$ cat config.mk
export PLATFORM = sky130hd
export DESIGN_NAME = load_store_port
export DESIGN_NICKNAME = d
export VERILOG_FILES = /design/src/design/mem_pkg.sv /design/src/design/load_store_port.sv /design/src/design/pma_check.sv
export SDC_FILE = /design/constraint.sdc
export NUM_CORES = 1
export LEC_CHECK = 0
export ABC_AREA = 1
export BUFFER_PORTS_ARGS = -buffer_cell sky130_fd_sc_hd__buf_4
export CAP_MARGIN = 20
export CELL_PAD_IN_SITES_DETAIL_PLACEMENT = 2
export CELL_PAD_IN_SITES_GLOBAL_PLACEMENT = 2
export CORE_MARGIN = 2
export CORE_UTILIZATION = 30
export DETAILED_ROUTE_END_ITERATION = 16
export PLACE_DENSITY_LB_ADDON = 0.2
export SETUP_SLACK_MARGIN = 0.4
export SYNTH_ARGS = -nofsm -noshare
export SYNTH_HDL_FRONTEND = slang
export SYNTH_HIERARCHICAL = 1
export SYNTH_SLANG_ARGS = --single-unit
$ cat constraint.sdc
create_clock -name HCLK -period 3.8 [get_ports HCLK]
set_input_delay 0.38 -clock HCLK [delete_from_list [all_inputs] [get_ports HCLK]]
set_output_delay 0.38 -clock HCLK [all_outputs]
set_load 0.02 [all_outputs]
$ cat src/design/mem_pkg.sv
//////////////////////////////
// Memory subsystem package
// Widths, bus structs, response and region codes, fixed memory map
//////////////////////////////

package mem_pkg;

  //////////////////////////////
  // Basic widths
  //////////////////////////////

  // Byte address
  typedef logic [31:0] addr_t;

  // Data word and its byte strobes
  typedef logic [31:0] data_t;
  typedef logic [3:0]  strb_t;

  // UART transmit character
  typedef logic [7:0]  byte_t;

  // Response code, AXI encoding
  typedef logic [1:0]  resp_t;

  localparam resp_t RESP_OKAY   = 2'd0;
  localparam resp_t RESP_SLVERR = 2'd2;

  //////////////////////////////
  // Region classes
  //////////////////////////////

  typedef logic [1:0]  region_t;

  // Main memory, read/write/execute
  localparam region_t REGION_RAM    = 2'd0;
  // IO blocks, write only
  localparam region_t REGION_TOHOST = 2'd1;
  localparam region_t REGION_UART   = 2'd2;
  // Anything not mapped
  localparam region_t REGION_NONE   = 2'd3;

  // Memory map; RAM length is set by RAM_WORDS
  localparam addr_t RAM_BASE     = 32'h8000_0000;
  localparam addr_t TOHOST_ADDR  = 32'h8000_1000;
  localparam addr_t UART_TX_ADDR = 32'h8000_1080;

  //////////////////////////////
  // Bus payloads
  //////////////////////////////

  // Load/store request, 69 bits
  typedef struct packed {
    addr_t addr;
    logic  we;
    data_t wdata;
    strb_t strb;
  } mem_req_t;

  // Response to either port, 34 bits
  typedef struct packed {
    data_t rdata;
    resp_t resp;
  } mem_rsp_t;

endpackage

$ cat src/design/load_store_port.sv
//////////////////////////////
// Load/store port
// RAM traffic under credit control, TOHOST/UART capture,
// local error answers
//////////////////////////////

module load_store_port #(
  parameter int RAM_WORDS = 256,
  parameter int CREDITS   = 2
) (
  input  logic              HCLK,
  input  logic              arst_n_i,
  input  logic              req_valid_i,
  output logic              req_ready_o,
  input  mem_pkg::mem_req_t req_i,
  output logic              rsp_valid_o,
  input  logic              rsp_ready_i,
  output mem_pkg::mem_rsp_t rsp_o,
  output logic              tohost_valid_o,
  output mem_pkg::data_t    tohost_o,
  output logic              uart_valid_o,
  output mem_pkg::byte_t    uart_byte_o,
  output logic              mreq_valid_o,
  output mem_pkg::mem_req_t mreq_o,
  input  logic              crd_i,
  input  logic              mrsp_valid_i,
  input  mem_pkg::data_t    mrsp_data_i
);

  localparam int CNT_W = $clog2(CREDITS + 1);
  localparam int PTR_W = (CREDITS > 1) ? $clog2(CREDITS) : 1;

  typedef enum logic {IDLE, LOCAL_RSP} state_e;

  state_e           state_q;
  mem_pkg::region_t region;
  logic             misaligned;
  logic             ram_ok;
  logic             mmio_wr;
  logic             req_fire;
  logic             rsp_fire;
  logic             rq_pop;
  mem_pkg::resp_t   local_resp;
  logic [CNT_W-1:0] outstanding;
  logic [CNT_W-1:0] credit;
  logic [CNT_W-1:0] rq_count;
  logic [PTR_W-1:0] wr_ptr;
  logic [PTR_W-1:0] rd_ptr;
  mem_pkg::data_t   rq_data [CREDITS];

  pma_check #(.RAM_WORDS(RAM_WORDS)) u_pma (
    .addr_i       (req_i.addr),
    .region_o     (region),
    .misaligned_o (misaligned)
  );

  //////////////////////////////
  // Request classification
  //////////////////////////////

  assign ram_ok  = (region == mem_pkg::REGION_RAM) && !misaligned;

  // IO regions only accept aligned writes
  assign mmio_wr = req_i.we && !misaligned &&
                   ((region == mem_pkg::REGION_TOHOST) ||
                    (region == mem_pkg::REGION_UART));

  // Local answers need an empty pipe to keep response order
  assign req_ready_o = (state_q == IDLE) && (outstanding < CNT_W'(CREDITS)) &&
                       (ram_ok ? (credit != '0) : (outstanding == '0));
  assign req_fire    = req_valid_i && req_ready_o;
  assign rsp_fire    = rsp_valid_o && rsp_ready_i;
  assign rq_pop      = rsp_fire && (state_q == IDLE);

  //////////////////////////////
  // Control state
  //////////////////////////////

  always_ff @(posedge HCLK or negedge arst_n_i) begin
    if (!arst_n_i) begin
      state_q        <= IDLE;
      outstanding    <= '0;
      credit         <= CNT_W'(CREDITS);
      mreq_valid_o   <= 1'b0;
      tohost_valid_o <= 1'b0;
      uart_valid_o   <= 1'b0;
      rq_count       <= '0;
      wr_ptr         <= '0;
      rd_ptr         <= '0;
    end else begin
      mreq_valid_o   <= req_fire && ram_ok;
      // MMIO pulses line up with the local response
      tohost_valid_o <= req_fire && mmio_wr && (region == mem_pkg::REGION_TOHOST);
      uart_valid_o   <= req_fire && mmio_wr && (region == mem_pkg::REGION_UART);
      outstanding    <= outstanding + CNT_W'(req_fire) - CNT_W'(rsp_fire);
      credit         <= credit + CNT_W'(crd_i) - CNT_W'(req_fire && ram_ok);
      rq_count       <= rq_count + CNT_W'(mrsp_valid_i) - CNT_W'(rq_pop);
      if (mrsp_valid_i) begin
        wr_ptr <= PTR_W'((int'(wr_ptr) + 1) % CREDITS);
      end
      if (rq_pop) begin
        rd_ptr <= PTR_W'((int'(rd_ptr) + 1) % CREDITS);
      end
      case (state_q)
        IDLE:      if (req_fire && !ram_ok) state_q <= LOCAL_RSP;
        LOCAL_RSP: if (rsp_ready_i) state_q <= IDLE;
        default:   state_q <= IDLE;
      endcase
    end
  end

  // Payloads, loaded on acceptance
  always_ff @(posedge HCLK) begin
    if (req_fire) begin
      mreq_o      <= req_i;
      tohost_o    <= req_i.wdata;
      uart_byte_o <= req_i.wdata[7:0];
      local_resp  <= mmio_wr ? mem_pkg::RESP_OKAY : mem_pkg::RESP_SLVERR;
    end
    if (mrsp_valid_i) begin
      rq_data[wr_ptr] <= mrsp_data_i;
    end
  end

  //////////////////////////////
  // Response mux
  //////////////////////////////

  assign rsp_valid_o = (state_q == LOCAL_RSP) || (rq_count != '0);

  // RAM writes come back with zero data from the memory
  always_comb begin
    rsp_o.rdata = rq_data[rd_ptr];
    rsp_o.resp  = mem_pkg::RESP_OKAY;
    if (state_q == LOCAL_RSP) begin
      rsp_o.rdata = '0;
      rsp_o.resp  = local_resp;
    end
  end

endmodule

$ cat src/design/pma_check.sv
//////////////////////////////
// Physical memory attributes
// Maps an address to its region and flags misalignment
//////////////////////////////

module pma_check #(
  parameter int RAM_WORDS = 256
) (
  input  mem_pkg::addr_t   addr_i,
  output mem_pkg::region_t region_o,
  output logic             misaligned_o
);

  // RAM length in bytes
  localparam mem_pkg::addr_t RAM_BYTES = mem_pkg::addr_t'(RAM_WORDS * 4);

  mem_pkg::addr_t ram_off;
  logic           in_ram;
  logic           in_tohost;
  logic           in_uart;

  //////////////////////////////
  // Range compares
  //////////////////////////////

  // Offset from the RAM base, wraps below it
  assign ram_off = addr_i - mem_pkg::RAM_BASE;
  assign in_ram  = (addr_i >= mem_pkg::RAM_BASE) && (ram_off < RAM_BYTES);

  // TOHOST is a 16-byte aligned block
  assign in_tohost = (addr_i[31:4] == mem_pkg::TOHOST_ADDR[31:4]);

  // UART transmit is one word
  assign in_uart = (addr_i[31:2] == mem_pkg::UART_TX_ADDR[31:2]);

  // IO blocks win in case RAM is configured large enough to cover them
  always_comb begin
    if (in_tohost) begin
      region_o = mem_pkg::REGION_TOHOST;
    end else if (in_uart) begin
      region_o = mem_pkg::REGION_UART;
    end else if (in_ram) begin
      region_o = mem_pkg::REGION_RAM;
    end else begin
      region_o = mem_pkg::REGION_NONE;
    end
  end

  // Only word accesses are supported
  assign misaligned_o = |addr_i[1:0];

endmodule

==> impl_metrics.json, run 1 <==
{
  "n_antenna_cell": 0,
  "p_leak_nw": 3.46,
  "rr_worst_depth": 5,
  "peakVddDrop_mv": 0.352,
  "ys_seq_area_share_pct": 75.9,
  "num_rows": 50,
  "cts_made_buffers": 17,
  "reg2reg_from": "state_q$_DFF_PN0_",
  "clkSlewWorstSetupHoldPaths_ns": 0.06,
  "chipWidth_um": 142,
  "ant_nets": 0,
  "dr.first_iter.drc_count": 135,
  "max_slew.worst_pin.slew_ns": 1.00,
  "cp.required_ns": 3.42,
  "rsz0062_at_grt": "no",
  "outcome": "completed",
  "slew_violations": 0,
  "wl_per_cell_um": 18.8,
  "grt_max_degree": 70,
  "hold_depth": 1,
  "avgViaCountPerCell": 4.41,
  "layout.nets": 746,
  "r2r_setup_slack_ns": 1.81,
  "max_freq_mhz": 396,
  "min_period_ns": 2.53,
  "min_path_type": "primary input to flop",
  "max-slew-margin-rel_pct": 33.0,
  "final_cell_area_um2": 8190,
  "clock-sinks": 146,
  "worstHoldEndpoint": "mreq_o[25]$_DFFE_PN_",
  "ios": 255,
  "critical_path_class": "primary input to output port",
  "grt_first_pass_wirelength_um": 24200,
  "met1_length_um": 6190,
  "cts-root-buf": "clkbuf_16",
  "synthCells": 404,
  "drt-total-wl_um": 16500,
  "met2_wirelength_um": 9350,
  "fin_setup_tns_ns": 0,
  "min-delay-start": "req_i[25]",
  "r2r_end": "mreq_o[62]$_DFFE_PN_",
  "synth_cell_types": 28,
  "cap_violations": 0,
  "synth.avg_cell_area_um2": 14.1,
  "ff_latch_area_um2": 4330,
  "grt_overflow": 0,
  "nFillCells": 1891,
  "multiInputGateArea_um2": 911,
  "die_h_um": 142,
  "drive_gt1_share_pct": 47.1,
  "dr.pass1.iters": 4,
  "drcViolationCount": 0,
  "postLayoutCoreUtil_pct": 43.9,
  "dieArea_um2": 20100,
  "hpwl_um": 12300,
  "postCtsSetupBuffers": 0,
  "ys_seq_elements": 146,
  "timing.final.hold_violations": 0,
  "synth.cell_area_um2": 5700,
  "skew_ns": 0.0109,
  "antenna_found_initial": 0,
  "placement.io_buffers": 253,
  "setup_viol": 0,
  "core_region_area_um2": 18600,
  "grt_pass1_vias": 4176,
  "start_util_pct": 30.6,
  "worst_setup_path_end_kind": "output port",
  "critical_path.startpoint_type": "primary input",
  "area_delta_synth_final_pct": 43.6,
  "globalplace.congestion": 0.774,
  "power_density_nw_per_um2": 742,
  "cts.path.max_buffers": 2,
  "crit_arrival_ns": 2.15,
  "worst_skew_pair.late_latency_ns": 0.42,
  "cts_hold_buf": 1,
  "highest_layer": "met4",
  "fin_crit_sh_pct": 66.5,
  "cp_max_fo": 5,
  "cts_resized": 0,
  "yosysWarnings": 6,
  "syn_nets": 520,
  "vias": 3868,
  "cts.htree.levels": 4,
  "cts_tree": "yes",
  "met3_length_um": 686,
  "grt_use_total_pct": 16.4,
  "placed_cell_area_um2": 7580
}
==> cells in the mapped netlist <==
cell type / count / area [µm²]
edfxtp_1: 134 / 4020
nor2_1: 89 / 334
buf_4: 41 / 308
o21ai_0: 32 / 160
inv_1: 27 / 101
nand2_1: 19 / 71.3
dfrtp_1: 11 / 275
buf_2: 9 / 45.0
ha_1: 9 / 113
xnor2_1: 4 / 35.0
xor2_1: 4 / 35.0
inv_2: 3 / 11.3
nand3_1: 3 / 15.0
nor2_2: 3 / 18.8
and2_1: 2 / 12.5
nand4_1: 2 / 12.5
a21oi_4: 1 / 16.3
a31oi_1: 1 / 6.26
and3_1: 1 / 6.26
conb_1: 1 / 3.75
dfstp_2: 1 / 26.3
inv_4: 1 / 6.26
nand2_2: 1 / 6.26
nand2_4: 1 / 11.3
nand3_2: 1 / 10.0
nand4_2: 1 / 12.5
nor3_4: 1 / 16.3
or2_2: 1 / 6.26
==> per-layer routing <==
metal  vias up  GRT usage (%)
met1      1931           17.5
li1       1793              -
met2       123           31.6
met5         -              0
met4         0           6.26
met3        21           3.14
==> layout make-up <==
cell class	count	share of cell area, %
clock buffers	18	5.24
clock inverters	14	2.00
inverters	31	1.45
multi-input cells	177	11.1
repair buffers	257	23.8
well taps	234	3.58
flip-flops and latches	146	52.8
==> metrics by stage <==
step | hold slack (ns) | power (mW) | worst slack [ns] | instances
6_report | 0.137 | 6.08 | 1.27 | 877
5_1_grt | 0.116 | 6.40 | 1.07 | 877
4_1_cts | 0.116 | 6.18 | 1.22 | 877
3_5_place_dp | 0.236 | 4.48 | 0.993 | 844
3_3_place_gp | 0.234 | 4.39 | 1.07 | 844
2_1_floorplan | 0.0844 | 3.52 | 0.828 | 404
==> cell families after synthesis <==
group | synth area share, %
flops | 75.9
simple gates | 9.35
buf+inv | 8.28
compound gates | 3.21
fa+ha+maj | 1.98
xor+xnor | 1.23
other cells | 0.0658
==> state kept, by name, summed over array words and instances (netlist names), 2 cells and up <==
register	cells
credit	2
mreq_o	62
outstanding	2
rq_count	2
rq_data	64
uart_byte_o	7
==> worst max-delay path: stages <==
cell     delay (ns)
buf_4          0.12
nor2_1         0.20
nand2_1        0.10
nor2_2         0.15
nand3_1        0.12
nor2_1         0.13
nor2_1         0.08
inv_1          0.10
ha_1           0.17
nand2_2        0.09
inv_2          0.07
nand2_1        0.10
and2_1         0.18
buf_4          0.15
==> cells in the final DEF, fill, tap and decap left out, drive strengths merged <==
cell	netlist	final
and2	2	2
nor2	92	92
xor2	4	4
xnor2	4	4
dfstp	1	1
a21oi	1	1
clkinvlp	0	2
clkbuf	0	18
nand3	4	4
dfrtp	11	11
ha	9	9
edfxtp	134	134
conb	1	1
and3	1	1
inv	31	32
dlygate4sd3	0	1
or2	1	1
a31oi	1	1
buf	50	256
nand4	3	3
nor3	1	1
clkinv	0	8
o21ai	32	32
nand2	21	21
bufinv	0	3
==> worst max-delay path by stage <==
stage                    from                  endpoint  slack [ns]
floorplan           req_i[52]  outstanding[1]$_DFF_PN0_        0.83
global placement    req_i[64]      mreq_o[64]$_DFFE_PN_        1.07
detailed placement  req_i[64]  uart_byte_o[2]$_DFFE_PN_        0.99
CTS                 req_i[64]               req_ready_o        1.22
global route        req_i[64]               req_ready_o        1.07
finish              req_i[64]               req_ready_o        1.27
==> power breakdown <==
part / internal, mW / leakage (nW) / switching, mW
clock: 1.03 / 0.287 / 0.657
combinational: 0.789 / 1.78 / 1.35
sequential: 2.13 / 1.39 / 0.117
(Power assumes the default switching activity.)
==> inputs of run 2 (changes only) <==
Clock period 3.8 ns to 2.4 ns, I/O delays scaled along.
==> impl_metrics.json, run 2 (same netlist as run 1, synthesis figures left out) <==
{
  "layout.nets": 851,
  "area_delta_synth_final_pct": 66.2,
  "crit_path_cell_trace": "buf_8 > nor2_4 > nand2_2 > nor2_4 > nand3_2 > nor2_2 > nor2_2 > inv_1 > ha_2 > nand2_4 > a21oi_4 > and2_4 > buf_6",
  "wl_per_cell_um": 20.1,
  "cap_violations": 0,
  "hold_depth": 1,
  "cp_max_fo": 4,
  "fin_ws_ns": 0.363,
  "clkSlewWorstSetupHoldPaths_ns": 0.06,
  "r2r_setup_slack_ns": 0.61,
  "num_rows": 50,
  "globalplace.congestion": 0.757,
  "avgViaCountPerCell": 4.44,
  "rr_worst_depth": 9,
  "peakVddDrop_mv": 0.555,
  "p_leak_nw": 3.97,
  "reg2reg_from": "state_q$_DFF_PN0_",
  "chipWidth_um": 142,
  "antenna_found_initial": 0,
  "final_cell_mix": "buf_4 (256), edfxtp_1 (134), dlygate4sd3_1 (91), nor2_1 (73), o21ai_0 (32)",
  "core_region_area_um2": 18600,
  "critical_path_class": "primary input to output port",
  "grt_overflow": 0,
  "grt_first_pass_wirelength_um": 29200,
  "cp.required_ns": 2.16,
  "ios": 255,
  "outcome": "completed",
  "worst_skew_pair.late_latency_ns": 0.41,
  "timing.final.hold_violations": 0,
  "grt_use_total_pct": 19.6,
  "dp_slack_ns": -0.0620,
  "min_path_type": "primary input to flop",
  "regMostFlops": "rq_data",
  "dr.pass1.iters": 5,
  "die_h_um": 142,
  "min-delay-start": "req_i[61]",
  "r2r_end": "rq_count[1]$_DFF_PN0_",
  "layout_commonest_cell": "buf_4",
  "ant_nets": 0,
  "crit_arrival_ns": 1.80,
  "clock-sinks": 146,
  "cts.htree.levels": 4,
  "largest_reg_flops": 64,
  "vias": 4363,
  "min_period_ns": 2.04,
  "cts_tree": "yes",
  "top_regs": "rq_data x64, mreq_o x62, uart_byte_o x7",
  "start_util_pct": 30.6,
  "power_mw": 10.2,
  "power_density_nw_per_um2": 1080,
  "placement.io_buffers": 253,
  "critical-path-slowest-cell": "ha_2",
  "cts-root-buf": "clkbuf_16",
  "worstHoldEndpoint": "mreq_o[61]$_DFFE_PN_",
  "cts_made_buffers": 17,
  "cts.path.max_buffers": 2,
  "drcViolationCount": 0,
  "dieArea_um2": 20100,
  "slew_violations": 0,
  "critical_path.startpoint_type": "primary input",
  "fin_crit_sh_pct": 84.9,
  "max_stage_delay_ns": 0.19,
  "n_antenna_cell": 0,
  "drive_gt1_share_pct": 46.5,
  "worst_setup_path_end_kind": "output port",
  "rsz0062_at_grt": "yes",
  "skew_ns": 0.0126,
  "dr.first_iter.drc_count": 141,
  "max_freq_mhz": 491,
  "hpwl_um": 12900,
  "setup_viol": 0,
  "grt_pass1_vias": 4946,
  "grt_max_degree": 33,
  "drt-total-wl_um": 19700
}
-- run 2: cell types whose count changed in the layout (fill, tap and decap cells not counted), moves of 6 or more --
cell,before,now
buf_6,0,8
dlygate4sd3_1,1,91
nor2_1,88,73
nand2_1,19,13
nor2_4,1,9
nor2_2,3,10
-- run 2: final cells by class --
class,instances,area [µm²]
fill,1840,9170
tap,234,293
multi-input combinational,177,1060
inverter,31,126
sequential,146,4330
clock inverter,14,179
timing repair buffer,362,3060
clock buffer,18,429
-- run 2: critical path: cells and delay by family --
kind            cells  cell delay (ns)
compound gates      1             0.17
fa+ha+maj           1             0.19
buf+inv             3             0.28
simple gates        8             0.91
-- run 2: worst max-delay path by stage --
stage	depth (start not counted)	endpoint	slack [ns]	start
2_1_floorplan	14	outstanding[1]$_DFF_PN0_	-0.02	req_i[52]
3_3_place_gp	15	outstanding[1]$_DFF_PN0_	0.06	req_i[64]
3_5_place_dp	18	credit[1]$_DFF_PN1_	-0.06	req_i[62]
4_1_cts	14	req_ready_o	0.34	req_i[66]
5_1_grt	13	req_ready_o	0.25	req_i[63]
6_report	13	req_ready_o	0.36	req_i[63]
-- run 2: what timing repair did --
item,in CTS,in global routing
pin swaps,2,18
endpoints found under the setup margin,11,82
hold endpoints to repair,132,0
setup buffers,2,6
hold buffers,91,0
gates resized for setup,5,43
-- run 2: layer usage --
metal  vias up  share of wire, %  track usage [%]
li1       2002                 -                -
met1      2201                37             21.1
met2       142                58             38.3
met3        18               3.2             3.31
met4         0               1.6             6.95
met5         -                 0                0
-- run 2: metrics by stage --
stage	instance area [µm²]	hold WS, ns	instances	TNS (ns)	util, %
after global placement	7730	0.0955	851	0	41.5
final	9470	0.0164	982	0	50.8
after global routing	9470	-0.00274	982	0	50.8
after floorplan	5750	-0.0556	404	-0.0220	-
after detailed placement	7730	0.0942	851	-0.405	41.5
after CTS	9280	0.000779	976	0	49.8
-- run 2: where the power goes --
part | total [mW] | leakage [nW] | internal (mW) | switching [mW]
logic | 3.89 | 2.30 | 1.58 | 2.31
clock network | 2.74 | 0.283 | 1.65 | 1.09
registers | 3.60 | 1.39 | 3.37 | 0.226
total | 10.2 | 3.97 | 6.60 | 3.63
