<file path="src/design/mem_pkg.sv">
//////////////////////////////
// Memory subsystem package
// Widths, bus structs, response and region codes, fixed memory map
//////////////////////////////

package mem_pkg;

  //////////////////////////////
  // Basic widths
  //////////////////////////////

  // Byte address
  typedef logic [31:0] addr_t;

  // Data word and its byte strobes
  typedef logic [31:0] data_t;
  typedef logic [3:0]  strb_t;

  // UART transmit character
  typedef logic [7:0]  byte_t;

  // Response code, AXI encoding
  typedef logic [1:0]  resp_t;

  localparam resp_t RESP_OKAY   = 2'd0;
  localparam resp_t RESP_SLVERR = 2'd2;

  //////////////////////////////
  // Region classes
  //////////////////////////////

  typedef logic [1:0]  region_t;

  // Main memory, read/write/execute
  localparam region_t REGION_RAM    = 2'd0;
  // IO blocks, write only
  localparam region_t REGION_TOHOST = 2'd1;
  localparam region_t REGION_UART   = 2'd2;
  // Anything not mapped
  localparam region_t REGION_NONE   = 2'd3;

  // Memory map; RAM length is set by RAM_WORDS
  localparam addr_t RAM_BASE     = 32'h8000_0000;
  localparam addr_t TOHOST_ADDR  = 32'h8000_1000;
  localparam addr_t UART_TX_ADDR = 32'h8000_1080;

  //////////////////////////////
  // Bus payloads
  //////////////////////////////

  // Load/store request, 69 bits
  typedef struct packed {
    addr_t addr;
    logic  we;
    data_t wdata;
    strb_t strb;
  } mem_req_t;

  // Response to either port, 34 bits
  typedef struct packed {
    data_t rdata;
    resp_t resp;
  } mem_rsp_t;

endpackage

</file>
<file path="src/design/fetch_port.sv">
//////////////////////////////
// Instruction fetch port
// Credit-controlled reads to RAM, in-order responses
//////////////////////////////

module fetch_port #(
  parameter int RAM_WORDS = 256,
  parameter int CREDITS   = 2
) (
  input  logic              HCLK,
  input  logic              arst_n_i,
  input  logic              req_valid_i,
  output logic              req_ready_o,
  input  mem_pkg::addr_t    addr_i,
  output logic              rsp_valid_o,
  input  logic              rsp_ready_i,
  output mem_pkg::mem_rsp_t rsp_o,
  output logic              mreq_valid_o,
  output mem_pkg::addr_t    maddr_o,
  input  logic              crd_i,
  input  logic              mrsp_valid_i,
  input  mem_pkg::data_t    mrsp_data_i
);

  localparam int CNT_W = $clog2(CREDITS + 1);
  localparam int PTR_W = (CREDITS > 1) ? $clog2(CREDITS) : 1;

  typedef enum logic {IDLE, ERR_RSP} state_e;

  state_e           state_q;
  mem_pkg::region_t region;
  logic             misaligned;
  logic             ram_ok;
  logic             req_fire;
  logic             rsp_fire;
  logic             rq_pop;
  logic [CNT_W-1:0] outstanding;
  logic [CNT_W-1:0] credit;
  logic [CNT_W-1:0] rq_count;
  logic [PTR_W-1:0] wr_ptr;
  logic [PTR_W-1:0] rd_ptr;
  mem_pkg::data_t   rq_data [CREDITS];

  pma_check #(.RAM_WORDS(RAM_WORDS)) u_pma (
    .addr_i       (addr_i),
    .region_o     (region),
    .misaligned_o (misaligned)
  );

  assign ram_ok = (region == mem_pkg::REGION_RAM) && !misaligned;

  // Errors wait for an empty pipe so answers stay in order
  assign req_ready_o = (state_q == IDLE) && (outstanding < CNT_W'(CREDITS)) &&
                       (ram_ok ? (credit != '0) : (outstanding == '0));
  assign req_fire    = req_valid_i && req_ready_o;
  assign rsp_fire    = rsp_valid_o && rsp_ready_i;
  assign rq_pop      = rsp_fire && (state_q == IDLE);

  always_ff @(posedge HCLK or negedge arst_n_i) begin
    if (!arst_n_i) begin
      state_q      <= IDLE;
      outstanding  <= '0;
      credit       <= CNT_W'(CREDITS);
      mreq_valid_o <= 1'b0;
      rq_count     <= '0;
      wr_ptr       <= '0;
      rd_ptr       <= '0;
    end else begin
      mreq_valid_o <= req_fire && ram_ok;
      outstanding  <= outstanding + CNT_W'(req_fire) - CNT_W'(rsp_fire);
      credit       <= credit + CNT_W'(crd_i) - CNT_W'(req_fire && ram_ok);
      rq_count     <= rq_count + CNT_W'(mrsp_valid_i) - CNT_W'(rq_pop);
      if (mrsp_valid_i) begin
        wr_ptr <= PTR_W'((int'(wr_ptr) + 1) % CREDITS);
      end
      if (rq_pop) begin
        rd_ptr <= PTR_W'((int'(rd_ptr) + 1) % CREDITS);
      end
      case (state_q)
        IDLE:    if (req_fire && !ram_ok) state_q <= ERR_RSP;
        ERR_RSP: if (rsp_ready_i) state_q <= IDLE;
        default: state_q <= IDLE;
      endcase
    end
  end

  // Request address and returned words
  always_ff @(posedge HCLK) begin
    if (req_fire) begin
      maddr_o <= addr_i;
    end
    if (mrsp_valid_i) begin
      rq_data[wr_ptr] <= mrsp_data_i;
    end
  end

  assign rsp_valid_o = (state_q == ERR_RSP) || (rq_count != '0);

  always_comb begin
    rsp_o.rdata = rq_data[rd_ptr];
    rsp_o.resp  = mem_pkg::RESP_OKAY;
    if (state_q == ERR_RSP) begin
      rsp_o.rdata = '0;
      rsp_o.resp  = mem_pkg::RESP_SLVERR;
    end
  end

endmodule

</file>
<file path="src/design/pma_check.sv">
//////////////////////////////
// Physical memory attributes
// Maps an address to its region and flags misalignment
//////////////////////////////

module pma_check #(
  parameter int RAM_WORDS = 256
) (
  input  mem_pkg::addr_t   addr_i,
  output mem_pkg::region_t region_o,
  output logic             misaligned_o
);

  // RAM length in bytes
  localparam mem_pkg::addr_t RAM_BYTES = mem_pkg::addr_t'(RAM_WORDS * 4);

  mem_pkg::addr_t ram_off;
  logic           in_ram;
  logic           in_tohost;
  logic           in_uart;

  //////////////////////////////
  // Range compares
  //////////////////////////////

  // Offset from the RAM base, wraps below it
  assign ram_off = addr_i - mem_pkg::RAM_BASE;
  assign in_ram  = (addr_i >= mem_pkg::RAM_BASE) && (ram_off < RAM_BYTES);

  // TOHOST is a 16-byte aligned block
  assign in_tohost = (addr_i[31:4] == mem_pkg::TOHOST_ADDR[31:4]);

  // UART transmit is one word
  assign in_uart = (addr_i[31:2] == mem_pkg::UART_TX_ADDR[31:2]);

  // IO blocks win in case RAM is configured large enough to cover them
  always_comb begin
    if (in_tohost) begin
      region_o = mem_pkg::REGION_TOHOST;
    end else if (in_uart) begin
      region_o = mem_pkg::REGION_UART;
    end else if (in_ram) begin
      region_o = mem_pkg::REGION_RAM;
    end else begin
      region_o = mem_pkg::REGION_NONE;
    end
  end

  // Only word accesses are supported
  assign misaligned_o = |addr_i[1:0];

endmodule

</file>
<file path="config.mk">
export PLATFORM = sky130hd
export DESIGN_NAME = fetch_port
export DESIGN_NICKNAME = d
export VERILOG_FILES = /design/src/design/mem_pkg.sv /design/src/design/fetch_port.sv /design/src/design/pma_check.sv
export SDC_FILE = /design/constraint.sdc
export NUM_CORES = 1
export LEC_CHECK = 0
export BUFFER_PORTS_ARGS = -buffer_cell sky130_fd_sc_hd__clkbuf_2
export CORE_ASPECT_RATIO = 1.2
export CORE_MARGIN = 2
export CORE_UTILIZATION = 49
export DETAILED_ROUTE_END_ITERATION = 8
export PLACE_DENSITY = 0.79
export RECOVER_POWER = 50
export SYNTH_ARGS = -nofsm -noshare
export SYNTH_HDL_FRONTEND = slang
export SYNTH_SLANG_ARGS = --single-unit
</file>
<file path="constraint.sdc">
create_clock -name HCLK -period 2.6 [get_ports HCLK]
set_input_delay 0.52 -clock HCLK [delete_from_list [all_inputs] [get_ports HCLK]]
set_output_delay 0.52 -clock HCLK [all_outputs]
set_load 0.005 [all_outputs]
</file>
==> results of run 1 <==
## metrics by stage
step	setup slack (ps)	cell area (sq um)	std cells	util, %
after floorplan	208	3980	226	-
after global placement	114	4790	453	59.7
after detailed placement	2.51	4790	453	59.7
after CTS	266	4980	470	62.2
after global routing	212	4910	470	61.2
final	283	4910	470	61.2
## power groups by stage
stage	clock, mW	sequential, mW	combinational, mW
floorplan	0	2.42	0.928
global placement	0	2.47	1.50
detailed placement	0	2.48	1.52
CTS	0.985	2.44	1.53
global route	1.05	2.48	1.67
finish	0.951	2.43	1.47
## kinds of logic (layout without fill, tap and decap cells)
kind of cell | Yosys count | in the layout | synth area share, %
muxes | 33 | 33 | 8.43
DFF | 106 | 106 | 78.8
AOI/OAI and AO/OA | 3 | 3 | 0.566
other | 1 | 1 | 0.0942
and+or+nand+nor | 52 | 52 | 6.42
adders and majority gates | 6 | 6 | 1.89
buffers and inverters | 17 | 166 | 2.08
xor gates and xnor gates | 8 | 8 | 1.76
## critical path, stage by stage
cell and delay, ps:
sky130_fd_sc_hd__clkbuf_1 100, sky130_fd_sc_hd__nor4_1 380, sky130_fd_sc_hd__nand4_1 220, sky130_fd_sc_hd__or2_4 300
sky130_fd_sc_hd__a21oi_1 140, sky130_fd_sc_hd__clkbuf_2 130
## flip-flops by register name, summed over array words and instances (netlist names)
signal        cells
credit            2
maddr_o          32
mreq_valid_o      1
outstanding       2
rd_ptr            1
rq_count          2
rq_data          64
state_q           1
wr_ptr            1
## synth_stat cells, types with 2 or more instances
cell type / number
sky130_fd_sc_hd__buf_2: 3
sky130_fd_sc_hd__buf_4: 2
sky130_fd_sc_hd__clkbuf_1: 4
sky130_fd_sc_hd__dfrtp_1: 9
sky130_fd_sc_hd__edfxtp_1: 96
sky130_fd_sc_hd__ha_1: 6
sky130_fd_sc_hd__inv_1: 7
sky130_fd_sc_hd__mux2i_1: 32
sky130_fd_sc_hd__nand2_1: 2
sky130_fd_sc_hd__nor2_1: 36
sky130_fd_sc_hd__nor4_1: 5
sky130_fd_sc_hd__xnor2_1: 6
sky130_fd_sc_hd__xor2_1: 2
## routing by layer
metal	track usage (%)	up-vias
met5	0	-
met4	8.53	0
met3	6.08	11
met2	27.8	135
met1	18.2	1117
li1	-	1115
## area by class of cell
cell class | instances | area [sq um]
fillers | 624 | 3110
clock inverters | 5 | 55.1
repair buffers | 143 | 684
inverters | 7 | 26.3
well taps | 95 | 119
flip-flops and latches | 106 | 3140
clock buffers | 11 | 131
multi-input cells | 103 | 757
## cell usage in the layout (no fill, tap or decap), types with 2 or more instances in the layout
cell                       synthesis  final
sky130_fd_sc_hd__buf_4             2      4
sky130_fd_sc_hd__clkbuf_1          4     51
sky130_fd_sc_hd__clkbuf_2          0     88
sky130_fd_sc_hd__clkbuf_8          0      9
sky130_fd_sc_hd__dfrtp_1           9      8
sky130_fd_sc_hd__edfxtp_1         96     96
sky130_fd_sc_hd__ha_1              6      6
sky130_fd_sc_hd__inv_1             7      7
sky130_fd_sc_hd__mux2i_1          32     32
sky130_fd_sc_hd__nand2_1           2      2
sky130_fd_sc_hd__nor2_1           36     36
sky130_fd_sc_hd__nor4_1            5      5
sky130_fd_sc_hd__xnor2_1           6      6
sky130_fd_sc_hd__xor2_1            2      2
## timing repair
| item | CTS | global route |
|---|---|---|
| gates resized for setup | 0 | 0 |
| hold endpoints to repair | 6 | 0 |
| hold buffers | 1 | 0 |
## how the worst max path moves through the flow
stage / end / slack [ps] / cells after the start
global placement: credit[1] / 110 / 10
CTS: req_ready_o / 270 / 6
global route: req_ready_o / 210 / 6
floorplan: rq_data[0][0] / 210 / 1
finish: req_ready_o / 280 / 6
detailed placement: credit[1] / 3 / 10
==> results by group, run 1 <==
Drt
  – Number of search-and-repair iterations in the first detailed-routing pass: 4
  – Detailed-route wire length: 7080 um
  – Highest layer used for signal routing: met4
  – Number of DRC violations after detailed routing: 0
  – Via density per instance: 5.06
  – WL per Instance: about 15 um
  – Post-route ant nets: 0
  – Met2 WL post-DR: ~3500 um
  – Met3 routed WL: roughly 700 um
  – Routed length on met1: 2750 um
  – Vias after detailed routing: 2378
  – Detailed router's first-iteration violation count: 76

Floorplan
  – Num rows: 36
  – Area of the core: 8020 sq um
  – Number of I/O pins: between 100 and 150
  – Initial cell density of the core: 49.6%
  – Die span in y: 103 um
  – Area of the die: 8860 sq um
  – Die Wd: roughly 86 um

Power
  – Internal power consumption: around 3.4 mW
  – Fraction of power consumed by sequential logic: 50.1%
  – Total power: 4.86 mW
  – Worst voltage drop across the vdd grid: 0.638 mV
  – Clock share of power: 19.6%
  – Net switching component of the power: roughly 1.5 mW
  – Pwr Density: 990 nW/um^2
  – Pleak: 1.98 nW
  – Switching portion of total power: 30.1%
  – Logic gate share of total power: 30.4%

Setup path
  – Arrival @ worst endpoint: ~1800 ps
  – Worst Setup Start Kind: input pin
  – Critical-path maximum fanout: 4
  – Setup crit end kind: primary output
  – Depth of the most critical reg-to-reg path: 8
  – Type of the worst setup path: input pin to primary output
  – R2R Setup Slk: 660 ps
  – Capturing point of the worst reg2reg path: rq_count[1]
  – Worst endpoint required time: 2080 ps
  – Beginning of the worst register-to-register path: state_q
  – Launch point of the critical path: addr_i[0]

Worst hold path
  – Hold Path Cell Cnt: 1
  – Worst min path class: input pin to register
  – Worst hold path endpoint: maddr_o[2]
  – Beginning of the worst hold path: addr_i[2]

Logic synthesis
  – Cell types with the largest area share after synthesis: sky130_fd_sc_hd__edfxtp_1 72%, sky130_fd_sc_hd__mux2i_1 8.1%, sky130_fd_sc_hd__dfrtp_1 5.7%
  – Synthesis warning total: 0
  – Total of flip-flops plus latches after synthesis: 106
  – Fraction of registers with async set or reset after synthesis: 9.43%
  – Post-synthesis cell type with the largest combined area: sky130_fd_sc_hd__edfxtp_1
  – Number of flops mapped to enable cells by yosys: 96
  – Share of the synthesized area in the top cell type: 72.5%
  – Area of the mapped netlist: 3980 sq um
  – Avg Cell Area, Syn: 17.6 sq um
  – Count of distinct cell types in the synthesized netlist: 29
  – Sequential-to-total area share from yosys stat: between 70% and 80%
  – Ys flop type: sky130_fd_sc_hd__edfxtp_1
  – Cells after Synth: about 230
  – Synthesized netlist net count: 302

Clocking
  – Number of buffers created by CTS: 9
  – Depth of the CTS H-tree: 3
  – Longest Clk Path Bufs: 2
  – Clock latency on the worst-skew pair: 360 ps
  – Root Driver: sky130_fd_sc_hd__clkbuf_8
  – Sinks on the clock net: approximately 110
  – TritonCTS clock tree: yes
  – Setup repair bufs after CTS: 0
  – Clk pin slew, worst setup/hold paths: 90 ps

Run status
  – Result of the run: finished, final reports clean

STA
  – Final critical delay including setup and external delays: 2320 ps
  – RSZ-0062 raised after global routing: no
  – Top achievable clock speed: 0.432 GHz
  – Hold WS: around 330 ps
  – Worst Skew: 6.77 ps
  – Max-Slew Margin vs Limit: about 37%
  – Setup Total Neg Slack: 0 ps
  – Pins over their slew limit: 0
  – Final worst path period share: 89.1%
  – Hold Vio Cnt, Final: 0
  – Final-report setup violation count: 0
  – Slew of the pin with the lowest slew margin: 949 ps

Flow run
  – Max-capacitance violation count: 0

Global routing
  – Wire length of the first global-routing pass: 10700 um
  – Maximum number of pins on one net before global-route repair: 36
  – Total track usage: approximately 16%
  – Via count of the first global-routing pass: 2276
  – Initial antenna violation count: 0
  – Total congestion overflow: 0

Cells and area
  – Growth of design area from synthesis to finish: 23.4%
  – Number of diodes: 0
  – Nets: 446
  – Share of cells above drive strength 1: 30.1%

Placement
  – Hpwl dp: slightly above 5000 um
  – # port buffers: between 100 and 150
  – Final weighted congestion of routability-driven global placement: 0.733
(Power assumes the default switching activity.)
==> run 2, diff against run 1 <==
PLACE_DENSITY = 0.78   (was 0.79)
==> results by group, run 2 (synthesized netlist as in run 1, its figures left out) <==
Flow run
  – Max-capacitance violation count: 0

Placement
  – Placed cells: between 400 and 500
  – Final weighted congestion of routability-driven global placement: 0.787
  – Hpwl dp: 5520 um
  – DP Worst Slack: -31.5 ps
  – # port buffers: about 140
  – Cell area after placement: 4790 sq um

Cells and area
  – Share of cells above drive strength 1: 30.2%
  – Most frequent cells in the layout: 96 x sky130_fd_sc_hd__edfxtp_1, 91 x sky130_fd_sc_hd__clkbuf_2, 49 x sky130_fd_sc_hd__clkbuf_1
  – Growth of design area from synthesis to finish: 22.5%
  – Largest register FFs: 64
  – Filler cell count: 659
  – Final non-filler cell area: approximately 5000 sq um
  – Regs by FF count: rq_data x64, maddr_o x32
  – Most common cell after layout, fill and taps aside: sky130_fd_sc_hd__edfxtp_1
  – Number of diodes: 0
  – Non-filler cells in the finished layout: 469
  – Nets: 446
  – Register with the highest flop count: rq_data

Drt
  – WL per Instance: 16.0 um
  – Detailed-route wire length: 7500 um
  – Met3 routed WL: 739 um
  – Number of search-and-repair iterations in the first detailed-routing pass: 6
  – Via density per instance: 5.10
  – Post-route ant nets: 0
  – Highest layer used for signal routing: met4
  – Met2 WL post-DR: 3770 um
  – Vias after detailed routing: 2392
  – Routed length on met1: between 2000 and 3000 um
  – Detailed router's first-iteration violation count: 33
  – Number of DRC violations after detailed routing: 0

Clocking
  – Number of cells upsized or downsized after cts: 0
  – Number of buffers created by CTS: 9
  – Setup repair bufs after CTS: 0
  – # hold bufs at CTS: 0
  – Root Driver: sky130_fd_sc_hd__clkbuf_8
  – Longest Clk Path Bufs: 2
  – Depth of the CTS H-tree: 3
  – TritonCTS clock tree: yes
  – Clock latency on the worst-skew pair: 360 ps
  – Sinks on the clock net: 106
  – Clk pin slew, worst setup/hold paths: 90 ps

STA
  – Pins over their slew limit: 0
  – Setup Total Neg Slack: 0 ps
  – RSZ-0062 raised after global routing: no
  – Final-report setup violation count: 0
  – Setup WS post-layout: 303 ps
  – Final worst path period share: approximately nine tenths
  – Hold Vio Cnt, Final: 0
  – Max-Slew Margin vs Limit: between 20% and 30%
  – Top achievable clock speed: 0.435 GHz
  – Final critical delay including setup and external delays: about 2300 ps
  – Slew of the pin with the lowest slew margin: roughly 1100 ps
  – Worst Skew: 13.2 ps

Power
  – Worst voltage drop across the vdd grid: 0.487 mV
  – Pleak: roughly 2.0 nW
  – Pwr Density: between 900 and 1000 nW/um^2

Setup path
  – Type of the worst setup path: input pin to primary output
  – Critical-path maximum fanout: 4
  – Setup crit end kind: primary output
  – Worst endpoint required time: roughly 2100 ps
  – Worst Setup Start Kind: input pin
  – Arrival @ worst endpoint: around 1800 ps

Floorplan
  – Area of the core: 8020 sq um
  – Die span in y: 103 um
  – Number of I/O pins: 139
  – Num rows: 36
  – Area of the die: 8860 sq um
  – Initial cell density of the core: 49.6%
  – Die Wd: 86.3 um

Global routing
  – Via count of the first global-routing pass: 2257
  – Initial antenna violation count: 0
  – Maximum number of pins on one net before global-route repair: 36
  – Wire length of the first global-routing pass: 11000 um
  – Total track usage: around 17%
  – Total congestion overflow: 0

Worst hold path
  – Worst min path class: input pin to asynchronous set/reset pin

Run status
  – Result of the run: finished, final reports clean
run 2: final cells by class:
type | count | area [sq um] | share of cell area, %
sequential | 106 | 3140 | 64.4
clock buffer | 11 | 131 | 2.70
timing repair buffer | 143 | 678 | 13.9
inverter | 7 | 26.3 | 0.539
clock inverter | 4 | 20.0 | 0.411
tap | 95 | 119 | 2.44
multi-input combinational | 103 | 762 | 15.6
run 2: critical path, stage by stage:
cell                       delay (ps)
sky130_fd_sc_hd__clkbuf_1          90
sky130_fd_sc_hd__nor4_1           390
sky130_fd_sc_hd__nand4_1          200
sky130_fd_sc_hd__or2_4            300
sky130_fd_sc_hd__a21oi_1          150
sky130_fd_sc_hd__clkbuf_2         140
run 2: worst paths after layout:
check | start | to | slack (ps) | cells after the start
max | addr_i[26] | req_ready_o | 300 | 6
min reg2reg | rq_count[1] | rq_count[1] | 470 | 1
min in group HCLK | addr_i[4] | maddr_o[4] | 330 | 1
max in group asynchronous | arst_n_i | rd_ptr | 2020 | 1
max reg2reg | state_q | rq_count[1] | 640 | 8
min | arst_n_i | wr_ptr | 150 | 1
run 2: through the flow:
step / hold slack (ps) / utilization [%] / power (mW)
2_1_floorplan: 224 / - / 3.35
3_3_place_gp: 399 / 59.8 / 3.99
3_5_place_dp: 406 / 59.8 / 4.04
4_1_cts: 12.3 / 61.7 / 4.87
5_1_grt: 157 / 60.8 / 5.08
6_report: 148 / 60.8 / 4.76
run 2: per-layer routing:
layer	track usage (%)	vias to the layer above
met5	0	-
li1	-	1115
met1	19.0	1138
met4	5.41	0
met2	30.1	132
met3	5.60	7
run 2: power breakdown:
group / total [mW] / internal, mW / switching, mW
combinational: 1.50 / 0.683 / 0.814
sequential: 2.43 / 2.28 / 0.152
clock: 0.832 / 0.337 / 0.496
==> run 3, diff against run 2 <==
==> constraint.sdc (replaced) <==
create_clock -name HCLK -period 2.6 [get_ports HCLK]
set_input_delay 0.52 -clock HCLK [delete_from_list [all_inputs] [get_ports HCLK]]
set_output_delay 0.52 -clock HCLK [all_outputs]
set_load 0.05 [all_outputs]
==> results by group, run 3 (synthesized netlist as in run 1, its figures left out) <==
Run status
  – Result of the run: finished, final reports clean

Cells and area
  – Non-filler cells in the finished layout: 470
  – Growth of design area from synthesis to finish: 24.6%
  – Number of diodes: 0
  – Register with the highest flop count: rq_data
  – Regs by FF count: rq_data x64, maddr_o x32
  – Share of cells above drive strength 1: 33.9%
  – Nets: 446
  – Most frequent cells in the layout: 99 x sky130_fd_sc_hd__clkbuf_2, 96 x sky130_fd_sc_hd__edfxtp_1, 41 x sky130_fd_sc_hd__clkbuf_1
  – Filler cell count: 643
  – Most common cell after layout, fill and taps aside: sky130_fd_sc_hd__clkbuf_2
  – Largest register FFs: 64

Drt
  – Vias after detailed routing: around 2300
  – Post-route ant nets: 0
  – Detailed router's first-iteration violation count: 95
  – Detailed-route wire length: 7140 um
  – WL per Instance: 15.2 um
  – Number of DRC violations after detailed routing: 0
  – Via density per instance: 5.00
  – Number of search-and-repair iterations in the first detailed-routing pass: 4

Setup path
  – Worst endpoint required time: around 2100 ps
  – Largest stage delay, worst path: approximately 400 ps
  – Worst Setup Start Kind: input pin
  – Depth of the most critical reg-to-reg path: 8
  – Type of the worst setup path: input pin to primary output
  – Arrival @ worst endpoint: 1950 ps
  – Setup crit end kind: primary output
  – Slowest-stage cell, CP: sky130_fd_sc_hd__nor4_1
  – Critical-path maximum fanout: 4
  – Critical-path cell list: clkbuf_1 -> nor4_1 -> nand4_1 -> or2_4 -> a21oi_1 -> clkbuf_2

Floorplan
  – Area of the die: around 9000 sq um
  – Area of the core: around 8000 sq um
  – Number of I/O pins: 139
  – Die span in y: 103 um
  – Die Wd: roughly 86 um
  – Initial cell density of the core: 49.6%
  – Num rows: 36

Placement
  – Hpwl dp: ~5200 um
  – DP Worst Slack: -35.2 ps
  – Final weighted congestion of routability-driven global placement: 0.778
  – # port buffers: around 140
  – Placed cells: 454

Global routing
  – Maximum number of pins on one net before global-route repair: 33
  – Initial antenna violation count: 0
  – Wire length of the first global-routing pass: 10700 um
  – Total congestion overflow: 0
  – Via count of the first global-routing pass: around 2300
  – Total track usage: ~16%

Clocking
  – Root Driver: sky130_fd_sc_hd__clkbuf_8
  – Clock latency on the worst-skew pair: 350 ps
  – TritonCTS clock tree: yes
  – Number of buffers created by CTS: 9
  – Longest Clk Path Bufs: 2
  – Depth of the CTS H-tree: 3
  – Sinks on the clock net: 106
  – Number of cells upsized or downsized after cts: 0
  – Setup repair bufs after CTS: 0
  – Clk pin slew, worst setup/hold paths: roughly 90 ps
  – # hold bufs at CTS: 0

STA
  – Slew of the pin with the lowest slew margin: 840 ps
  – Setup WS post-layout: 130 ps
  – Final worst path period share: 95.0%
  – Pins over their slew limit: 0
  – Worst Skew: 6.26 ps
  – Final critical delay including setup and external delays: approximately 2500 ps
  – Final-report setup violation count: 0
  – Max-Slew Margin vs Limit: 44.0%
  – Hold Vio Cnt, Final: 0
  – Top achievable clock speed: 0.405 GHz
  – RSZ-0062 raised after global routing: no

Flow run
  – Max-capacitance violation count: 0

Power
  – Pwr Density: roughly 1300 nW/um^2
  – Pleak: between 2 and 2.5 nW
  – Total power: 6.32 mW
  – Worst voltage drop across the vdd grid: 0.656 mV

Worst hold path
  – Worst min path class: input pin to asynchronous set/reset pin
## run 3: cell types whose count changed in the layout (fill, tap and decap cells not counted), moves of 2 or more
cell and delta:
sky130_fd_sc_hd__bufinv_16 +2, sky130_fd_sc_hd__clkbuf_1 -8, sky130_fd_sc_hd__clkbuf_2 +8, sky130_fd_sc_hd__clkinv_1 -3
## run 3: area by class of cell
| type | instances | area [sq um] | area share [%] |
|---|---|---|---|
| Clock buffer | 10 | 128 | 2.58 |
| Clock inverter | 6 | 90.1 | 1.82 |
| Inverter | 7 | 26.3 | 0.530 |
| Multi-Input combinational cell | 103 | 769 | 15.5 |
| Sequential cell | 106 | 3140 | 63.3 |
| Tap cell | 95 | 119 | 2.40 |
| Timing Repair Buffer | 143 | 688 | 13.9 |
## run 3: path summary, 6_finish.rpt
kind,end,slack [ps],start
worst max-delay path,req_ready_o,130,addr_i[28]
worst min-delay path,mreq_valid_o,110,arst_n_i
worst max register to register,rq_count[1],650,state_q
worst min register to register,rq_count[1],480,rq_count[1]
max in group asynchronous,rd_ptr,2100,arst_n_i
min in group HCLK,maddr_o[3],340,addr_i[3]
## run 3: routing by layer
metal,global-route usage (%),up-vias,routed length [um]
met5,0,-,0
met4,3.97,0,46
met3,6.89,4,816
met2,29.6,132,3600
met1,17.6,1099,2680
li1,-,1114,-
## run 3: where the power goes
group          internal, mW  leakage [nW]  switching, mW  total (mW)
Combinational         0.697         0.914           2.12        2.82
Clock                 0.546         0.107          0.517        1.06
Sequential             2.28          1.01          0.155        2.44
Total                  3.53          2.03           2.80        6.32
## run 3: worst max-delay path: cells and delay by family
family	cells	cell delay, ps
AOI/OAI and AO/OA	1	140
buffers and inverters	2	380
and+or+nand+nor	3	910
## run 3: through the flow
stage / TNS, ps / utilization, % / cell area (sq um) / hold slack (ps)
floorplan: 0 / - / 3980 / 224
global placement: 0 / 59.8 / 4790 / 400
detailed placement: -35.2 / 59.8 / 4790 / 403
CTS: 0 / 62.5 / 5010 / 2.76
global route: 0 / 61.8 / 4960 / 145
finish: 0 / 61.8 / 4960 / 111
